--- src/hw/uart_soc_pkg.sv ---
`default_nettype none

package uart_soc_pkg;

    // ====================
    // Fixed UART geometry
    // ====================
    localparam int DATA_WIDTH   = 8;
    // Short bit period keeps simulation fast
    localparam int CLKS_PER_BIT = 8;

    localparam int BAUD_CNT_W = $clog2(CLKS_PER_BIT);
    localparam int BIT_IDX_W  = $clog2(DATA_WIDTH);

    typedef logic [DATA_WIDTH-1:0] data_t;
    typedef logic [BAUD_CNT_W-1:0] baud_cnt_t;
    typedef logic [BIT_IDX_W-1:0]  bit_idx_t;

    // Bit period boundaries shared by both serial engines
    localparam baud_cnt_t BIT_LAST  = baud_cnt_t'(CLKS_PER_BIT - 1);
    localparam baud_cnt_t HALF_LAST = baud_cnt_t'(CLKS_PER_BIT / 2 - 1);
    localparam bit_idx_t  IDX_LAST  = bit_idx_t'(DATA_WIDTH - 1);

    // ====================
    // Register map
    // ====================
    typedef enum logic [1:0] {
        UART_REG_CONTROL = 2'd0,
        UART_REG_STATUS  = 2'd1,
        UART_REG_DATA    = 2'd2
    } uart_reg_offset_e;

    // Status register bits
    localparam int STAT_TX_EMPTY_BIT  = 0;
    localparam int STAT_RX_READY_BIT  = 1;
    localparam int STAT_FRAME_ERR_BIT = 2;
    localparam int STAT_OVERRUN_BIT   = 3;

    // Control register bits, both self-clearing
    localparam int CTRL_CLR_FRAME_BIT   = 0;
    localparam int CTRL_CLR_OVERRUN_BIT = 1;

    // One register access as seen by host ports and the register block
    typedef struct packed {
        uart_reg_offset_e offset;
        logic             write;
        data_t            wdata;
    } bus_req_t;

    typedef struct packed {
        logic frame_err;
        logic overrun;
    } rx_flags_t;

endpackage

`default_nettype wire

--- src/hw/bus_arbiter.sv ---
`timescale 1ns/1ns
`default_nettype none

module bus_arbiter (
    input  wire logic                   clk,
    input  wire logic                   reset,
    input  wire logic                   req_a_i,
    input  wire logic                   req_b_i,
    input  wire uart_soc_pkg::bus_req_t cmd_a_i,
    input  wire uart_soc_pkg::bus_req_t cmd_b_i,
    output logic                        ack_a_o,
    output logic                        ack_b_o,
    output uart_soc_pkg::data_t         rdata_a_o,
    output uart_soc_pkg::data_t         rdata_b_o,
    output logic                        bus_valid_o,
    output uart_soc_pkg::bus_req_t      bus_cmd_o,
    input  wire uart_soc_pkg::data_t    bus_rdata_i
);

    import uart_soc_pkg::*;

    typedef enum logic [1:0] {
        IDLE,
        ACCESS,
        HOLD
    } arb_state_e;

    arb_state_e state_q;
    // Port B served last, also the current grant
    logic       last_b_q;
    logic       pick_b;
    logic       granted_req;
    logic       ack_a_q;
    logic       ack_b_q;
    data_t      rdata_a_q;
    data_t      rdata_b_q;

    // Tie goes to the port not served last
    assign pick_b      = req_b_i && (!req_a_i || !last_b_q);
    assign granted_req = last_b_q ? req_b_i : req_a_i;

    // ====================
    // Grant and handshake
    // ====================
    always_ff @(posedge clk) begin
        if (reset) begin
            state_q  <= IDLE;
            last_b_q <= 1'b0;
            ack_a_q  <= 1'b0;
            ack_b_q  <= 1'b0;
        end else begin
            case (state_q)
                IDLE: begin
                    if (req_a_i || req_b_i) begin
                        last_b_q <= pick_b;
                        state_q  <= ACCESS;
                    end
                end
                ACCESS: begin
                    ack_a_q <= !last_b_q;
                    ack_b_q <= last_b_q;
                    state_q <= HOLD;
                end
                HOLD: begin
                    // Four-phase return to zero
                    if (!granted_req) begin
                        ack_a_q <= 1'b0;
                        ack_b_q <= 1'b0;
                        state_q <= IDLE;
                    end
                end
                default: state_q <= IDLE;
            endcase
        end
    end

    always_ff @(posedge clk) begin
        if (state_q == ACCESS) begin
            if (last_b_q) begin
                rdata_b_q <= bus_rdata_i;
            end else begin
                rdata_a_q <= bus_rdata_i;
            end
        end
    end

    assign bus_valid_o = (state_q == ACCESS);
    assign bus_cmd_o   = last_b_q ? cmd_b_i : cmd_a_i;
    assign ack_a_o     = ack_a_q;
    assign ack_b_o     = ack_b_q;
    assign rdata_a_o   = rdata_a_q;
    assign rdata_b_o   = rdata_b_q;

    a_ack_exclusive : assert property (
        @(posedge clk) disable iff (reset) !(ack_a_o && ack_b_o)
    ) else $error("both host acks high");

    a_single_strobe : assert property (
        @(posedge clk) disable iff (reset) bus_valid_o |=> !bus_valid_o
    ) else $error("bus strobe longer than one cycle");

endmodule

`default_nettype wire

--- src/hw/uart_regs.sv ---
`timescale 1ns/1ns
`default_nettype none

module uart_regs (
    input  wire logic                    clk,
    input  wire logic                    reset,
    input  wire logic                    bus_valid_i,
    input  wire uart_soc_pkg::bus_req_t  bus_cmd_i,
    output uart_soc_pkg::data_t          bus_rdata_o,
    output uart_soc_pkg::data_t          tx_data_o,
    output logic                         tx_start_o,
    input  wire logic                    tx_busy_i,
    input  wire uart_soc_pkg::data_t     rx_data_i,
    input  wire logic                    rx_ready_i,
    input  wire uart_soc_pkg::rx_flags_t rx_flags_i,
    output logic                         rx_ack_o,
    output logic                         clr_frame_o,
    output logic                         clr_overrun_o
);

    import uart_soc_pkg::*;

    data_t control_q;
    data_t status;
    data_t tx_data_q;
    logic  tx_start_q;
    logic  wr_ctrl;
    logic  wr_data;
    logic  rd_data;

    // ====================
    // Access decode
    // ====================
    assign wr_ctrl = bus_valid_i && bus_cmd_i.write && (bus_cmd_i.offset == UART_REG_CONTROL);
    assign wr_data = bus_valid_i && bus_cmd_i.write && (bus_cmd_i.offset == UART_REG_DATA);
    assign rd_data = bus_valid_i && !bus_cmd_i.write && (bus_cmd_i.offset == UART_REG_DATA);

    always_comb begin
        status                     = '0;
        status[STAT_TX_EMPTY_BIT]  = !tx_busy_i;
        status[STAT_RX_READY_BIT]  = rx_ready_i;
        status[STAT_FRAME_ERR_BIT] = rx_flags_i.frame_err;
        status[STAT_OVERRUN_BIT]   = rx_flags_i.overrun;
    end

    // Read data valid in the strobe cycle
    always_comb begin
        case (bus_cmd_i.offset)
            UART_REG_CONTROL: bus_rdata_o = control_q;
            UART_REG_STATUS:  bus_rdata_o = status;
            UART_REG_DATA:    bus_rdata_o = rx_data_i;
            default:          bus_rdata_o = '0;
        endcase
    end

    // Reading DATA frees the receive buffer
    assign rx_ack_o = rd_data;

    // ====================
    // Control register
    // ====================
    always_ff @(posedge clk) begin
        if (reset) begin
            control_q <= '0;
        end else if (wr_ctrl) begin
            control_q <= bus_cmd_i.wdata;
        end else begin
            // Clear bits live for one cycle only
            control_q[CTRL_CLR_FRAME_BIT]   <= 1'b0;
            control_q[CTRL_CLR_OVERRUN_BIT] <= 1'b0;
        end
    end

    assign clr_frame_o   = control_q[CTRL_CLR_FRAME_BIT];
    assign clr_overrun_o = control_q[CTRL_CLR_OVERRUN_BIT];

    // ====================
    // Transmit launch
    // ====================
    always_ff @(posedge clk) begin
        if (reset) begin
            tx_start_q <= 1'b0;
        end else begin
            // Write while busy is dropped
            tx_start_q <= wr_data && !tx_busy_i;
        end
    end

    always_ff @(posedge clk) begin
        if (wr_data && !tx_busy_i) begin
            tx_data_q <= bus_cmd_i.wdata;
        end
    end

    assign tx_data_o  = tx_data_q;
    assign tx_start_o = tx_start_q;

    // Start pulse must never reach a transmitter that is mid-frame
    a_no_start_when_busy : assert property (
        @(posedge clk) disable iff (reset) tx_start_o |-> !tx_busy_i
    ) else $error("tx_start asserted while transmitter busy");

endmodule

`default_nettype wire

--- src/hw/uart_rx.sv ---
`timescale 1ns/1ns
`default_nettype none

module uart_rx (
    input  wire logic                clk,
    input  wire logic                reset,
    input  wire logic                serial_rx_i,
    input  wire logic                rx_ack_i,
    input  wire logic                clr_frame_i,
    input  wire logic                clr_overrun_i,
    output uart_soc_pkg::data_t      rx_data_o,
    output logic                     rx_ready_o,
    output uart_soc_pkg::rx_flags_t  rx_flags_o
);

    import uart_soc_pkg::*;

    typedef enum logic [1:0] {
        IDLE,
        START,
        DATA,
        STOP
    } rx_state_e;

    rx_state_e  state_q;
    baud_cnt_t  cnt_q;
    bit_idx_t   idx_q;
    data_t      shift_q;
    data_t      data_q;
    logic [1:0] sync_q;
    logic       rx_bit;
    logic       bit_end;
    logic       frame_done;
    logic       accept;
    logic       ready_q;
    logic       frame_err_q;
    logic       overrun_q;

    // Two-flop synchronizer, idles high
    always_ff @(posedge clk) begin
        if (reset) begin
            sync_q <= 2'b11;
        end else begin
            sync_q <= {sync_q[0], serial_rx_i};
        end
    end

    assign rx_bit  = sync_q[1];
    assign bit_end = (cnt_q == BIT_LAST);

    // Stop bit sampled at its middle
    assign frame_done = (state_q == STOP) && bit_end;
    // Old byte is free if unread flag is low or being acknowledged now
    assign accept     = frame_done && (!ready_q || rx_ack_i);

    // ====================
    // Bit sampling FSM
    // ====================
    always_ff @(posedge clk) begin
        if (reset) begin
            state_q <= IDLE;
            cnt_q   <= '0;
            idx_q   <= '0;
        end else begin
            case (state_q)
                IDLE: begin
                    cnt_q <= '0;
                    if (!rx_bit) begin
                        state_q <= START;
                    end
                end
                START: begin
                    cnt_q <= cnt_q + 1'b1;
                    if (cnt_q == HALF_LAST) begin
                        // Glitch rejection at mid start bit
                        cnt_q   <= '0;
                        idx_q   <= '0;
                        state_q <= rx_bit ? IDLE : DATA;
                    end
                end
                DATA: begin
                    cnt_q <= bit_end ? '0 : cnt_q + 1'b1;
                    if (bit_end) begin
                        if (idx_q == IDX_LAST) begin
                            state_q <= STOP;
                        end else begin
                            idx_q <= idx_q + 1'b1;
                        end
                    end
                end
                STOP: begin
                    cnt_q <= bit_end ? '0 : cnt_q + 1'b1;
                    if (bit_end) begin
                        state_q <= IDLE;
                    end
                end
                default: state_q <= IDLE;
            endcase
        end
    end

    always_ff @(posedge clk) begin
        if (state_q == DATA && bit_end) begin
            shift_q <= {rx_bit, shift_q[DATA_WIDTH-1:1]};
        end
        if (accept) begin
            data_q <= shift_q;
        end
    end

    // ====================
    // Ready and error flags
    // ====================
    always_ff @(posedge clk) begin
        if (reset) begin
            ready_q     <= 1'b0;
            frame_err_q <= 1'b0;
            overrun_q   <= 1'b0;
        end else begin
            if (rx_ack_i) begin
                ready_q <= 1'b0;
            end
            if (clr_frame_i) begin
                frame_err_q <= 1'b0;
            end
            if (clr_overrun_i) begin
                overrun_q <= 1'b0;
            end
            // New events win over a clear in the same cycle
            if (accept) begin
                ready_q <= 1'b1;
                if (!rx_bit) begin
                    frame_err_q <= 1'b1;
                end
            end else if (frame_done) begin
                overrun_q <= 1'b1;
            end
        end
    end

    assign rx_data_o            = data_q;
    assign rx_ready_o           = ready_q;
    assign rx_flags_o.frame_err = frame_err_q;
    assign rx_flags_o.overrun   = overrun_q;

endmodule

`default_nettype wire

--- src/hw/uart_subsystem.sv ---
`timescale 1ns/1ns
`default_nettype none

module uart_subsystem (
    input  wire logic                   clk,
    input  wire logic                   reset,
    input  wire logic                   req_a_i,
    input  wire uart_soc_pkg::bus_req_t cmd_a_i,
    output logic                        ack_a_o,
    output uart_soc_pkg::data_t         rdata_a_o,
    input  wire logic                   req_b_i,
    input  wire uart_soc_pkg::bus_req_t cmd_b_i,
    output logic                        ack_b_o,
    output uart_soc_pkg::data_t         rdata_b_o,
    input  wire logic                   serial_rx_i,
    output logic                        serial_tx_o
);

    import uart_soc_pkg::*;

    // Shared register bus
    logic      bus_valid;
    bus_req_t  bus_cmd;
    data_t     bus_rdata;

    // Register block to serial engines
    data_t     tx_data;
    logic      tx_start;
    logic      tx_busy;
    data_t     rx_data;
    logic      rx_ready;
    rx_flags_t rx_flags;
    logic      rx_ack;
    logic      clr_frame;
    logic      clr_overrun;

    bus_arbiter u_arbiter (
        .clk         (clk),
        .reset       (reset),
        .req_a_i     (req_a_i),
        .req_b_i     (req_b_i),
        .cmd_a_i     (cmd_a_i),
        .cmd_b_i     (cmd_b_i),
        .ack_a_o     (ack_a_o),
        .ack_b_o     (ack_b_o),
        .rdata_a_o   (rdata_a_o),
        .rdata_b_o   (rdata_b_o),
        .bus_valid_o (bus_valid),
        .bus_cmd_o   (bus_cmd),
        .bus_rdata_i (bus_rdata)
    );

    uart_regs u_regs (
        .clk           (clk),
        .reset         (reset),
        .bus_valid_i   (bus_valid),
        .bus_cmd_i     (bus_cmd),
        .bus_rdata_o   (bus_rdata),
        .tx_data_o     (tx_data),
        .tx_start_o    (tx_start),
        .tx_busy_i     (tx_busy),
        .rx_data_i     (rx_data),
        .rx_ready_i    (rx_ready),
        .rx_flags_i    (rx_flags),
        .rx_ack_o      (rx_ack),
        .clr_frame_o   (clr_frame),
        .clr_overrun_o (clr_overrun)
    );

    uart_tx u_tx (
        .clk         (clk),
        .reset       (reset),
        .tx_data_i   (tx_data),
        .tx_start_i  (tx_start),
        .tx_busy_o   (tx_busy),
        .serial_tx_o (serial_tx_o)
    );

    uart_rx u_rx (
        .clk           (clk),
        .reset         (reset),
        .serial_rx_i   (serial_rx_i),
        .rx_ack_i      (rx_ack),
        .clr_frame_i   (clr_frame),
        .clr_overrun_i (clr_overrun),
        .rx_data_o     (rx_data),
        .rx_ready_o    (rx_ready),
        .rx_flags_o    (rx_flags)
    );

endmodule

`default_nettype wire

--- src/hw/uart_tx.sv ---
`timescale 1ns/1ns
`default_nettype none

module uart_tx (
    input  wire logic                clk,
    input  wire logic                reset,
    input  wire uart_soc_pkg::data_t tx_data_i,
    input  wire logic                tx_start_i,
    output logic                     tx_busy_o,
    output logic                     serial_tx_o
);

    import uart_soc_pkg::*;

    typedef enum logic [1:0] {
        IDLE,
        START,
        DATA,
        STOP
    } tx_state_e;

    tx_state_e state_q;
    baud_cnt_t cnt_q;
    bit_idx_t  idx_q;
    data_t     shift_q;
    logic      bit_end;

    assign bit_end = (cnt_q == BIT_LAST);

    // ====================
    // Frame sequencing
    // ====================
    always_ff @(posedge clk) begin
        if (reset) begin
            state_q <= IDLE;
            cnt_q   <= '0;
            idx_q   <= '0;
        end else begin
            case (state_q)
                IDLE: begin
                    cnt_q <= '0;
                    if (tx_start_i) begin
                        state_q <= START;
                    end
                end
                START: begin
                    cnt_q <= bit_end ? '0 : cnt_q + 1'b1;
                    if (bit_end) begin
                        idx_q   <= '0;
                        state_q <= DATA;
                    end
                end
                DATA: begin
                    cnt_q <= bit_end ? '0 : cnt_q + 1'b1;
                    if (bit_end) begin
                        if (idx_q == IDX_LAST) begin
                            state_q <= STOP;
                        end else begin
                            idx_q <= idx_q + 1'b1;
                        end
                    end
                end
                STOP: begin
                    cnt_q <= bit_end ? '0 : cnt_q + 1'b1;
                    if (bit_end) begin
                        state_q <= IDLE;
                    end
                end
                default: state_q <= IDLE;
            endcase
        end
    end

    // LSB goes out first
    always_ff @(posedge clk) begin
        if (state_q == IDLE && tx_start_i) begin
            shift_q <= tx_data_i;
        end else if (state_q == DATA && bit_end) begin
            shift_q <= shift_q >> 1;
        end
    end

    always_comb begin
        case (state_q)
            START:   serial_tx_o = 1'b0;
            DATA:    serial_tx_o = shift_q[0];
            default: serial_tx_o = 1'b1;
        endcase
    end

    assign tx_busy_o = (state_q != IDLE);

endmodule

`default_nettype wire

--- config.mk ---
export PLATFORM = sky130hd
export DESIGN_NAME = uart_subsystem
export DESIGN_NICKNAME = d
export VERILOG_FILES = /design/src/hw/uart_soc_pkg.sv /design/src/hw/bus_arbiter.sv /design/src/hw/uart_regs.sv /design/src/hw/uart_rx.sv /design/src/hw/uart_subsystem.sv /design/src/hw/uart_tx.sv
export SDC_FILE = /design/constraint.sdc
export NUM_CORES = 1
export LEC_CHECK = 0
export ABC_AREA = 1
export BUFFER_PORTS_ARGS = -buffer_cell sky130_fd_sc_hd__buf_2
export CORE_ASPECT_RATIO = 1.2
export CORE_MARGIN = 1
export CORE_UTILIZATION = 59
export CTS_BUF_LIST = sky130_fd_sc_hd__clkbuf_2
export CTS_CLUSTER_SIZE = 28
export DETAILED_ROUTE_END_ITERATION = 10
export PLACE_DENSITY_LB_ADDON = 0.3
export SYNTH_ARGS = -nofsm -noshare
export SYNTH_HDL_FRONTEND = slang
export SYNTH_SLANG_ARGS = --single-unit
--- constraint.sdc ---
create_clock -name clk -period 2.58 [get_ports clk]
set_input_delay 0.516 -clock clk [delete_from_list [all_inputs] [get_ports clk]]
set_output_delay 0.516 -clock clk [all_outputs]
set_load 0.01 [all_outputs]
==> results of run 1 <==
[layer usage]
metal / wire length [um] / vias to the layer above / GRT usage
li1: - / 1201 / -
met1: 2560 / 1079 / 0.235
met2: 3130 / 41 / 0.383
met3: 220 / 10 / 0.0663
met4: 129 / 0 / 0.0945
met5: 0 / - / 0
[worst max path at each step]
stage	from	end	depth (start not counted)
after floorplan	cmd_b_i[10]	u_regs.tx_data_o[0]	6
after global placement	u_arbiter.last_b_q	u_regs.tx_data_o[5]	7
after detailed placement	u_arbiter.last_b_q	u_rx.rx_data_o[6]	7
after CTS	u_tx.state_q[0]	serial_tx_o	6
after global routing	u_tx.state_q[0]	serial_tx_o	6
final	u_tx.state_q[0]	serial_tx_o	6
[through the flow]
stage               setup slack (ns)  instance area (sq um)  total power [W]
finish                         0.380                   3930          0.00252
global route                   0.239                   3930          0.00265
detailed placement             0.670                   3810          0.00188
floorplan                      0.653                   3520          0.00178
CTS                            0.345                   3930          0.00254
global placement               0.713                   3810          0.00186
[registers in the layout, summed over array words and instances, names as in the netlist, 2 cells and up, named ones only]
signal	cells
u_tx.shift_q	8
u_arbiter.rdata_b_o	8
u_tx.cnt_q	3
u_tx.state_q	2
u_rx.rx_data_o	8
u_rx.cnt_q	3
u_rx.shift_q	8
u_tx.idx_q	3
u_arbiter.rdata_a_o	8
u_arbiter.state_q	2
u_rx.idx_q	3
u_rx.sync_q	2
u_regs.control_q	8
u_regs.tx_data_o	8
[cell usage in the layout (no fill, tap or decap), types with 2 or more instances in the layout]
cell type  instances
a21oi_1           24
buf_2             45
buf_4              2
clkbuf_2          11
clkinv_4           2
dfxtp_1           35
edfxtp_1          48
ha_1              16
inv_1             39
inv_2              5
mux2_2             7
nand2_1           63
nand2_2            5
nand2_4            3
nand3_1           12
nor2_1            19
nor3_1             2
nor3_2             3
o211ai_1           5
o21ai_0           19
o21ai_2            2
or2_2              6
[area by class of cell]
type,count,area [sq um]
clock inverters,5,61.3
clock buffers,11,55.1
flip-flops and latches,83,2140
well taps,80,100
multi-input cells,196,1160
fillers,478,1780
inverters,45,171
repair buffers,47,240
[critical path, stage by stage, from the launching register on]
cell and delay (ns):
dfxtp_1 0.41, inv_1 0.10, ha_1 0.24, inv_1 0.12, nand2_1 0.12, nand2_1 0.07
buf_2 0.12
[kinds of logic (layout without fill, tap and decap cells)]
kind of cell | count (synthesis) | after routing | share of synthesized area
and+or+nand+nor | 119 | 119 | 0.165
DFF | 83 | 83 | 0.609
AOI/OAI and AO/OA | 54 | 54 | 0.0846
buffers and inverters | 52 | 108 | 0.0619
adders and majority gates | 16 | 16 | 0.0569
muxes | 7 | 7 | 0.0224
[where the power goes]
group / switching [W] / leakage (nW) / total, W / internal, W
Clock: 0.000431 / 0.0765 / 0.000669 / 0.000238
Sequential: 0.0000318 / 0.721 / 0.00149 / 0.00146
Combinational: 0.000239 / 0.820 / 0.000365 / 0.000126
Total: 0.000702 / 1.62 / 0.00252 / 0.00182
==> run_results.csv, run 1 <==
group,metric,value,unit
clock_network,path_clk_slew,0.20,ns
worst_setup_path,worstPathArrival,1.68,ns
cells_and_area,final_core_util,0.689,
yosys,syn_nets,374,
worst_setup_path,crit_type,"flop to output pin",
global_route,overflow,0,
sta,report.final.hold_viol_count,0,
detailed_routing,drtPass1Iterations,4,
cells_and_area,final_layout_size_suffix_gt1_frac,0.258,
hold_path,min_path_cells,2,
clock_network,cts_resized,0,
sta,period_share,0.853,
sta,fmax,455,MHz
clock_network,post_cts_buffers,0,
global_route,grt_pass1_vias,2246,
job,cap_violations,0,
floorplan,fp.coreArea,5710,sq um
yosys,synth_most_common_cell,"nand2_1",
detailed_routing,drt-initial-drc-count,113,
worst_setup_path,reg2reg_slack,0.67,ns
yosys,yosys_most_used_dff,"edfxtp_1",
worst_setup_path,cp_max_fo,5,
yosys,ys_seq_area_frac,0.609,
clock_network,cts_hold_buf,0,
global_route,track_usage,0.216,
yosys,synth_area_leaders,"edfxtp_1 41%, dfxtp_1 20%, nand2_1 6.7%, ha_1 5.7%, inv_1 4.2%",
yosys,synth_area_per_cell,10.6,sq um
clock_network,clk_latency,0.51,ns
sta,worst_pin_slew,0.931,ns
yosys,synth_edf_count,48,
yosys,syn_inst,331,
hold_path,whs_endpoint,"u_rx.sync_q[0]",
power,leakagePower,1.62,nW
yosys,yosysUniqueCellTypes,33,
global_route,grt_max_degree,21,
yosys,synth_seq_cells,83,
floorplan,die-area,6280,sq um
power,peakVddDrop,0.363,mV
worst_setup_path,cp_data_required_time,2.06,ns
floorplan,start_util,0.617,
clock_network,cts.sinks,83,
detailed_routing,wl_per_cell,12.9,um
hold_path,hold_start,"serial_rx_i",
worst_setup_path,worstSetupStartpointType,"flop",
yosys,ys.warnings.count,0,
clock_network,cts_tree,"done",
yosys,ys_top_cells_by_count,"63 x nand2_1, 48 x edfxtp_1, 39 x inv_1, 35 x dfxtp_1, 24 x a21oi_1",
global_route,grt_first_pass_wirelength,9930,um
yosys,syn_area,3520,sq um
yosys,synth_top_area_cell,"edfxtp_1",
placement,hpwl,4630,um
cells_and_area,fin_cells,467,
floorplan,num_rows,30,
detailed_routing,wirelength,6040,um
sta,hold_slack,0.176,ns
worst_setup_path,rr_worst_depth,7,
sta,final.min_clock_period,2.20,ns
yosys,synth_top_area_share,0.410,
detailed_routing,drc_errors,0,
yosys,postSynth.asyncResetShare,0,
placement,placedCellCount,451,
floorplan,dieHeight,86.6,um
sta,slew_headroom,0.373,
worst_setup_path,end_kind,"output pin",
clock_network,clock-root-buffer,"clkbuf_2",
power,power_density,642,nW/um^2
detailed_routing,viasPerCell,4.99,
cells_and_area,antenna_cells,0,
placement,port_buffers,45,
cells_and_area,area_growth,11.7,%
sta,final.setup.tns,0,ns
clock_network,htree_levels,3,
detailed_routing,via_count,2331,
global_route,antenna_found_initial,0,
clock_network,cts_buffers,9,
sta,rsz0062_at_grt,"no",
clock_network,clock_path_buffers,2,
hold_path,hp-class,"primary input to flop",
detailed_routing,ant_nets,0,
sta,final_max_slew_viol_count,0,
cells_and_area,final_nets,425,
worst_setup_path,r2r_end,"u_rx.rx_data_o[1]",
sta,finalSetupViolCount,0,
floorplan,ios,46,
worst_setup_path,r2r-start,"u_arbiter.last_b_q",
floorplan,die_w,72.5,um
sta,finalClockSkew,0.0296,ns
outcome,status,"complete, no violations",
placement,place.gp.congestion,0.817,
No activity file was read; power rests on OpenSTA's default activity.
==> run 2, diff against run 1 <==
--- a/config.mk
+++ b/config.mk
@@ -6,12 +6,11 @@
 export NUM_CORES = 1
 export LEC_CHECK = 0
 export ABC_AREA = 1
-export BUFFER_PORTS_ARGS = -buffer_cell sky130_fd_sc_hd__buf_2
+export BUFFER_PORTS_ARGS = -buffer_cell sky130_fd_sc_hd__clkbuf_2
 export CORE_ASPECT_RATIO = 1.2
 export CORE_MARGIN = 1
 export CORE_UTILIZATION = 59
 export CTS_BUF_LIST = sky130_fd_sc_hd__clkbuf_2
-export CTS_CLUSTER_SIZE = 28
 export DETAILED_ROUTE_END_ITERATION = 10
 export PLACE_DENSITY_LB_ADDON = 0.3
 export SYNTH_ARGS = -nofsm -noshare
==> run 2 against run 1 <==
  * Critical endpoint unchanged
  * Clock skew barely moved
  * Register-to-register slack barely moved
  * Sequential cell count did not move
  * Critical path type unchanged
  * Global-route usage fell by 0.95 points
  * Largest power group unchanged
==> run_results.csv, run 2 (same netlist as run 1, synthesis figures left out) <==
group,metric,value,unit
outcome,status,"complete, no violations",
job,cap_violations,0,
worst_setup_path,path_cells,"inv_1 -> ha_1 -> inv_1 -> nand2_1 -> nand2_1 -> clkbuf_2",
power,p_sw,0.000682,W
sta,rsz0062_at_grt,"no",
placement,port_buffers,45,
detailed_routing,drc_errors,0,
sta,period_share,0.844,
sta,worst_pin_slew,0.964,ns
sta,final.setup.tns,0,ns
cells_and_area,fillers,456,
clock_network,cts_tree,"done",
cells_and_area,multi_input_area,1160,sq um
global_route,grt_max_degree,21,
detailed_routing,drtPass1Iterations,4,
power,seqPwrFrac,0.618,
global_route,overflow,0,
worst_setup_path,cp_data_required_time,2.06,ns
power,clkPwrFrac,0.228,
worst_setup_path,crit_type,"flop to output pin",
sta,fmax,459,MHz
floorplan,fp.coreArea,5710,sq um
detailed_routing,viasPerCell,5.06,
worst_setup_path,cp_max_fo,5,
floorplan,die_w,72.5,um
clock_network,htree_levels,3,
placement,hpwl,4490,um
clock_network,path_clk_slew,0.20,ns
detailed_routing,drt-initial-drc-count,91,
detailed_routing,via_count,2362,
sta,final_max_slew_viol_count,0,
cells_and_area,area_growth,10.9,%
clock_network,cts.sinks,83,
sta,finalSetupViolCount,0,
hold_path,hp-class,"primary input to flop",
clock_network,cts_resized,0,
worst_setup_path,cpPeakStageDelay,0.40,ns
worst_setup_path,end_kind,"output pin",
cells_and_area,final_common_cell,"nand2_1",
floorplan,dieHeight,86.6,um
worst_setup_path,worst-path-buf-inv,3,
cells_and_area,final_layout_size_suffix_gt1_frac,0.258,
clock_network,cts_hold_buf,0,
global_route,grt_first_pass_wirelength,9700,um
sta,report.final.hold_viol_count,0,
clock_network,post_cts_buffers,0,
clock_network,clk_latency,0.50,ns
cells_and_area,final_nets,425,
global_route,track_usage,0.206,
cells_and_area,antenna_cells,0,
sta,slew_headroom,0.350,
floorplan,start_util,0.617,
power,internal-power,0.00172,W
worst_setup_path,critPathSlowestCell,"dfxtp_1",
sta,finalClockSkew,0.0292,ns
floorplan,die-area,6280,sq um
worst_setup_path,worstSetupStartpointType,"flop",
sta,hold_slack,0.185,ns
sta,final.min_clock_period,2.18,ns
cells_and_area,regArea,2140,sq um
detailed_routing,ant_nets,0,
global_route,grt_pass1_vias,2230,
power,peakVddDrop,0.347,mV
cells_and_area,final_cell_mix,"63 x nand2_1, 57 x clkbuf_2, 48 x edfxtp_1",
floorplan,ios,46,
floorplan,num_rows,30,
detailed_routing,wirelength,5930,um
power,power_density,616,nW/um^2
power,swShare,0.284,
clock_network,clock_path_buffers,2,
power,p_comb_frac,0.153,
worst_setup_path,worstPathArrival,1.66,ns
detailed_routing,wl_per_cell,12.7,um
power,leakagePower,1.61,nW
clock_network,cts_buffers,9,
clock_network,clock-root-buffer,"clkbuf_2",
worst_setup_path,cp_top_family,"flip-flops",
placement,place.gp.congestion,0.800,
global_route,antenna_found_initial,0,
-- run 2: path summary, 6_finish.rpt --
check | start | cells after the start | endpoint | slack [ns]
worst min-delay path | serial_rx_i | 2 | u_rx.sync_q[0] | 0.18
worst max-delay path | u_tx.state_q[0] | 6 | serial_tx_o | 0.40
worst max register to register | u_arbiter.last_b_q | 7 | u_regs.tx_data_o[0] | 0.67
worst min register to register | u_tx.cnt_q[0] | 1 | u_tx.cnt_q[0] | 0.44
-- run 2: per-stage QoR --
step / utilization / power, W / cell area (sq um) / cells / setup slack (ns)
after floorplan: - / 0.00178 / 3520 / 331 / 0.653
after global placement: 0.668 / 0.00187 / 3810 / 451 / 0.716
after detailed placement: 0.668 / 0.00188 / 3810 / 451 / 0.654
after CTS: 0.684 / 0.00242 / 3900 / 467 / 0.367
after global routing: 0.684 / 0.00253 / 3900 / 467 / 0.270
final: 0.684 / 0.00240 / 3900 / 467 / 0.403
-- run 2: power by group through the flow --
stage / clock network, W / logic [W] / registers (W)
after floorplan: 0 / 0.000265 / 0.00151
after global placement: 0 / 0.000354 / 0.00151
after detailed placement: 0 / 0.000368 / 0.00152
after CTS: 0.000564 / 0.000369 / 0.00149
after global routing: 0.000622 / 0.000420 / 0.00149
final: 0.000549 / 0.000368 / 0.00149
-- run 2: cell type report --
cell class	instances	area share
Clock buffer	12	0.0154
Clock inverter	4	0.00738
Inverter	45	0.0439
Multi-Input combinational cell	196	0.297
Sequential cell	83	0.549
Tap cell	80	0.0257
Timing Repair Buffer	47	0.0616
-- run 2: layer usage --
metal  up-vias  wire, um  global-route usage
met4         0       157              0.0998
met5         -         0                   0
met1      1098      2490               0.236
li1       1207         -                   -
met3        12       250              0.0512
met2        45      3030               0.358
==> run 3, diff against run 2 <==
--- a/config.mk
+++ b/config.mk
@@ -5,11 +5,11 @@
 export SDC_FILE = /design/constraint.sdc
 export NUM_CORES = 1
 export LEC_CHECK = 0
-export ABC_AREA = 1
+export ABC_AREA = 0
 export BUFFER_PORTS_ARGS = -buffer_cell sky130_fd_sc_hd__clkbuf_2
 export CORE_ASPECT_RATIO = 1.2
 export CORE_MARGIN = 1
-export CORE_UTILIZATION = 59
+export CORE_UTILIZATION = 54
 export CTS_BUF_LIST = sky130_fd_sc_hd__clkbuf_2
 export DETAILED_ROUTE_END_ITERATION = 10
 export PLACE_DENSITY_LB_ADDON = 0.3
==> constraint.sdc (replaced) <==
create_clock -name clk -period 1.9 [get_ports clk]
set_input_delay 0.38 -clock clk [delete_from_list [all_inputs] [get_ports clk]]
set_output_delay 0.38 -clock clk [all_outputs]
set_load 0.01 [all_outputs]
==> run 3 against run 2 <==
  * Sequential power rose by 35%
  * Register-to-register slack worse by 0.56 ns
  * Sequential share of layout area fell by 2.5 points
  * Area after synthesis about the same
  * Power grew 49%
  * Combinational power rose by 16%
  * Hold slack worse by 0.059 ns
  * Die area rose by 9.1%
  * Clock-buffer cell count down 3
==> run_results.csv, run 3 <==
group,metric,value,unit
clock_network,cts_buffers,9,
detailed_routing,wl_per_cell,15.9,um
sta,fmax,547,MHz
sta,final.setup.tns,0,ns
placement,port_buffers,45,
worst_setup_path,cp_data_required_time,1.52,ns
placement,hpwl,4700,um
clock_network,clock-root-buffer,"clkbuf_2",
floorplan,start_util,0.571,
clock_network,cts_tree,"done",
power,seqPwrFrac,0.559,
yosys,synth_area_leaders,"edfxtp_1 41%, dfxtp_1 20%, ha_1 5.7%, mux2_2 5.4%, mux2i_1 4.3%",
cells_and_area,multi_input_area,1340,sq um
cells_and_area,area_growth,16.6,%
detailed_routing,drc_errors,0,
yosys,syn_area,3520,sq um
sta,report.final.hold_viol_count,0,
power,clkPwrFrac,0.322,
placement,place.gp.congestion,0.843,
power,p_sw,0.000860,W
placement,dpl_cell_area,3870,sq um
worst_setup_path,worstSetupStartpointType,"flop",
clock_network,clock_path_buffers,2,
clock_network,htree_levels,3,
detailed_routing,viasPerCell,5.50,
detailed_routing,ant_nets,0,
yosys,syn_inst,269,
clock_network,path_clk_slew,0.21,ns
clock_network,clk_latency,0.52,ns
cells_and_area,finalInstanceArea,4110,sq um
clock_network,cts.sinks,83,
power,leakagePower,1.62,nW
floorplan,die-area,6850,sq um
global_route,track_usage,0.205,
sta,finalClockSkew,0.0221,ns
yosys,ys_top_cells_by_count,"48 x edfxtp_1, 35 x dfxtp_1, 26 x nand2_1, 17 x mux2_2, 16 x ha_1",
power,p_comb_frac,0.119,
power,internal-power,0.00273,W
detailed_routing,via_count,2284,
yosys,syn_nets,312,
job,cap_violations,0,
yosys,synth_top_area_share,0.409,
outcome,status,"complete, no violations",
hold_path,hp-class,"primary input to flop",
floorplan,num_rows,31,
yosys,ys.warnings.count,0,
sta,slew_headroom,0.667,
yosys,synth_seq_cells,83,
yosys,synth_edf_count,48,
worst_setup_path,worstPathArrival,1.45,ns
cells_and_area,final_nets,371,
sta,hold_slack,0.126,ns
sta,rsz0062_at_grt,"no",
sta,period_share,0.962,
floorplan,dieHeight,90.5,um
cells_and_area,final_layout_size_suffix_gt1_frac,0.321,
floorplan,ios,46,
global_route,grt_max_degree,20,
yosys,synth_most_common_cell,"edfxtp_1",
worst_setup_path,end_kind,"output pin",
yosys,ys_seq_area_frac,0.608,
worst_setup_path,crit_type,"flop to output pin",
worst_setup_path,cp_max_fo,3,
power,swShare,0.240,
yosys,yosysUniqueCellTypes,46,
power,peakVddDrop,0.426,mV
sta,finalSetupViolCount,0,
cells_and_area,fillers,456,
global_route,grt_pass1_vias,2238,
sta,final.min_clock_period,1.83,ns
cells_and_area,antenna_cells,0,
floorplan,die_w,75.7,um
cells_and_area,regArea,2150,sq um
power,power_density,874,nW/um^2
floorplan,fp.coreArea,6170,sq um
global_route,antenna_found_initial,0,
yosys,synth_top_area_cell,"edfxtp_1",
yosys,synth_area_per_cell,13.1,sq um
yosys,yosys_most_used_dff,"edfxtp_1",
detailed_routing,drt-initial-drc-count,91,
yosys,postSynth.asyncResetShare,0,
detailed_routing,drtPass1Iterations,4,
sta,worst_pin_slew,0.498,ns
cells_and_area,final_common_cell,"clkbuf_2",
detailed_routing,wirelength,6620,um
power,power.total,0.00359,W
sta,final_max_slew_viol_count,0,
global_route,grt_first_pass_wirelength,10300,um
cells_and_area,final_cell_mix,"53 x clkbuf_2, 48 x edfxtp_1, 33 x dfxtp_1",
global_route,overflow,0,
-- run 3: cell types whose count changed after synthesis, sizes merged, moves of 5 or more --
cell / previous run / this run
nand2: 71 / 26
o21ai: 22 / 6
nand3: 13 / 4
inv: 45 / 9
nor3b: 0 / 5
nor2b: 0 / 5
nor2: 21 / 6
clkbuf: 1 / 6
mux2i: 0 / 15
and2: 0 / 6
a21oi: 25 / 11
mux2: 7 / 17
-- run 3: logic make-up after synthesis --
group,count (synthesis),synth area share
adders and majority gates,16,0.0569
buffers and inverters,18,0.0217
muxes,33,0.103
and+or+nand+nor,82,0.133
AOI/OAI and AO/OA,37,0.0771
DFF,83,0.608
-- run 3: power by group through the flow --
stage	logic [W]	registers (W)	clock network [W]
after floorplan	0.000251	0.00203	0
after global placement	0.000374	0.00203	0
after detailed placement	0.000384	0.00203	0
after CTS	0.000418	0.00200	0.00118
after global routing	0.000470	0.00201	0.00124
final	0.000427	0.00201	0.00116
-- run 3: cell type report --
type,instances,share of cell area
sequential,83,0.524
multi-input combinational,168,0.326
timing repair buffer,57,0.0774
clock inverter,7,0.0280
tap,82,0.0250
clock buffer,9,0.0110
inverter,9,0.00884
-- run 3: worst max-delay path, stage by stage (launching register included) --
cell and delay, ns:
dfxtp_4 0.41, inv_4 0.07, ha_4 0.14, mux2i_1 0.17, buf_2 0.15
-- run 3: metal layers --
layer / global-route usage / wire length [um]
met5: 0 / 0
met1: 0.245 / 2850
met3: 0.0402 / 246
met2: 0.333 / 3330
met4: 0.120 / 199
-- run 3: path summary, 6_finish.rpt --
path                                 startpoint                   end  cells past startpoint  slack, ns
worst max-delay path            u_tx.state_q[0]           serial_tx_o                      4       0.07
worst min register to register   u_rx.sync_q[0]        u_rx.sync_q[1]                      1       0.44
worst min-delay path                    req_b_i  u_arbiter.state_q[0]                      3       0.13
worst max register to register    u_tx.cnt_q[0]       u_tx.state_q[0]                      5       0.11
-- run 3: stage by stage --
stage	setup slack (ns)	utilization	instances
final	0.0713	0.666	415
after global routing	0.00135	0.666	415
after CTS	0.0155	0.662	415
after detailed placement	0.0922	0.628	395
after global placement	0.178	0.628	395
after floorplan	0.0929	-	269
-- run 3: what timing repair did --
item	4_1_cts	5_1_grt
hold buffers	1	0
pin swaps	2	0
setup buffers	3	0
setup endpoints to repair	1	9
gates resized for setup	8	5
hold endpoints to repair	1	0
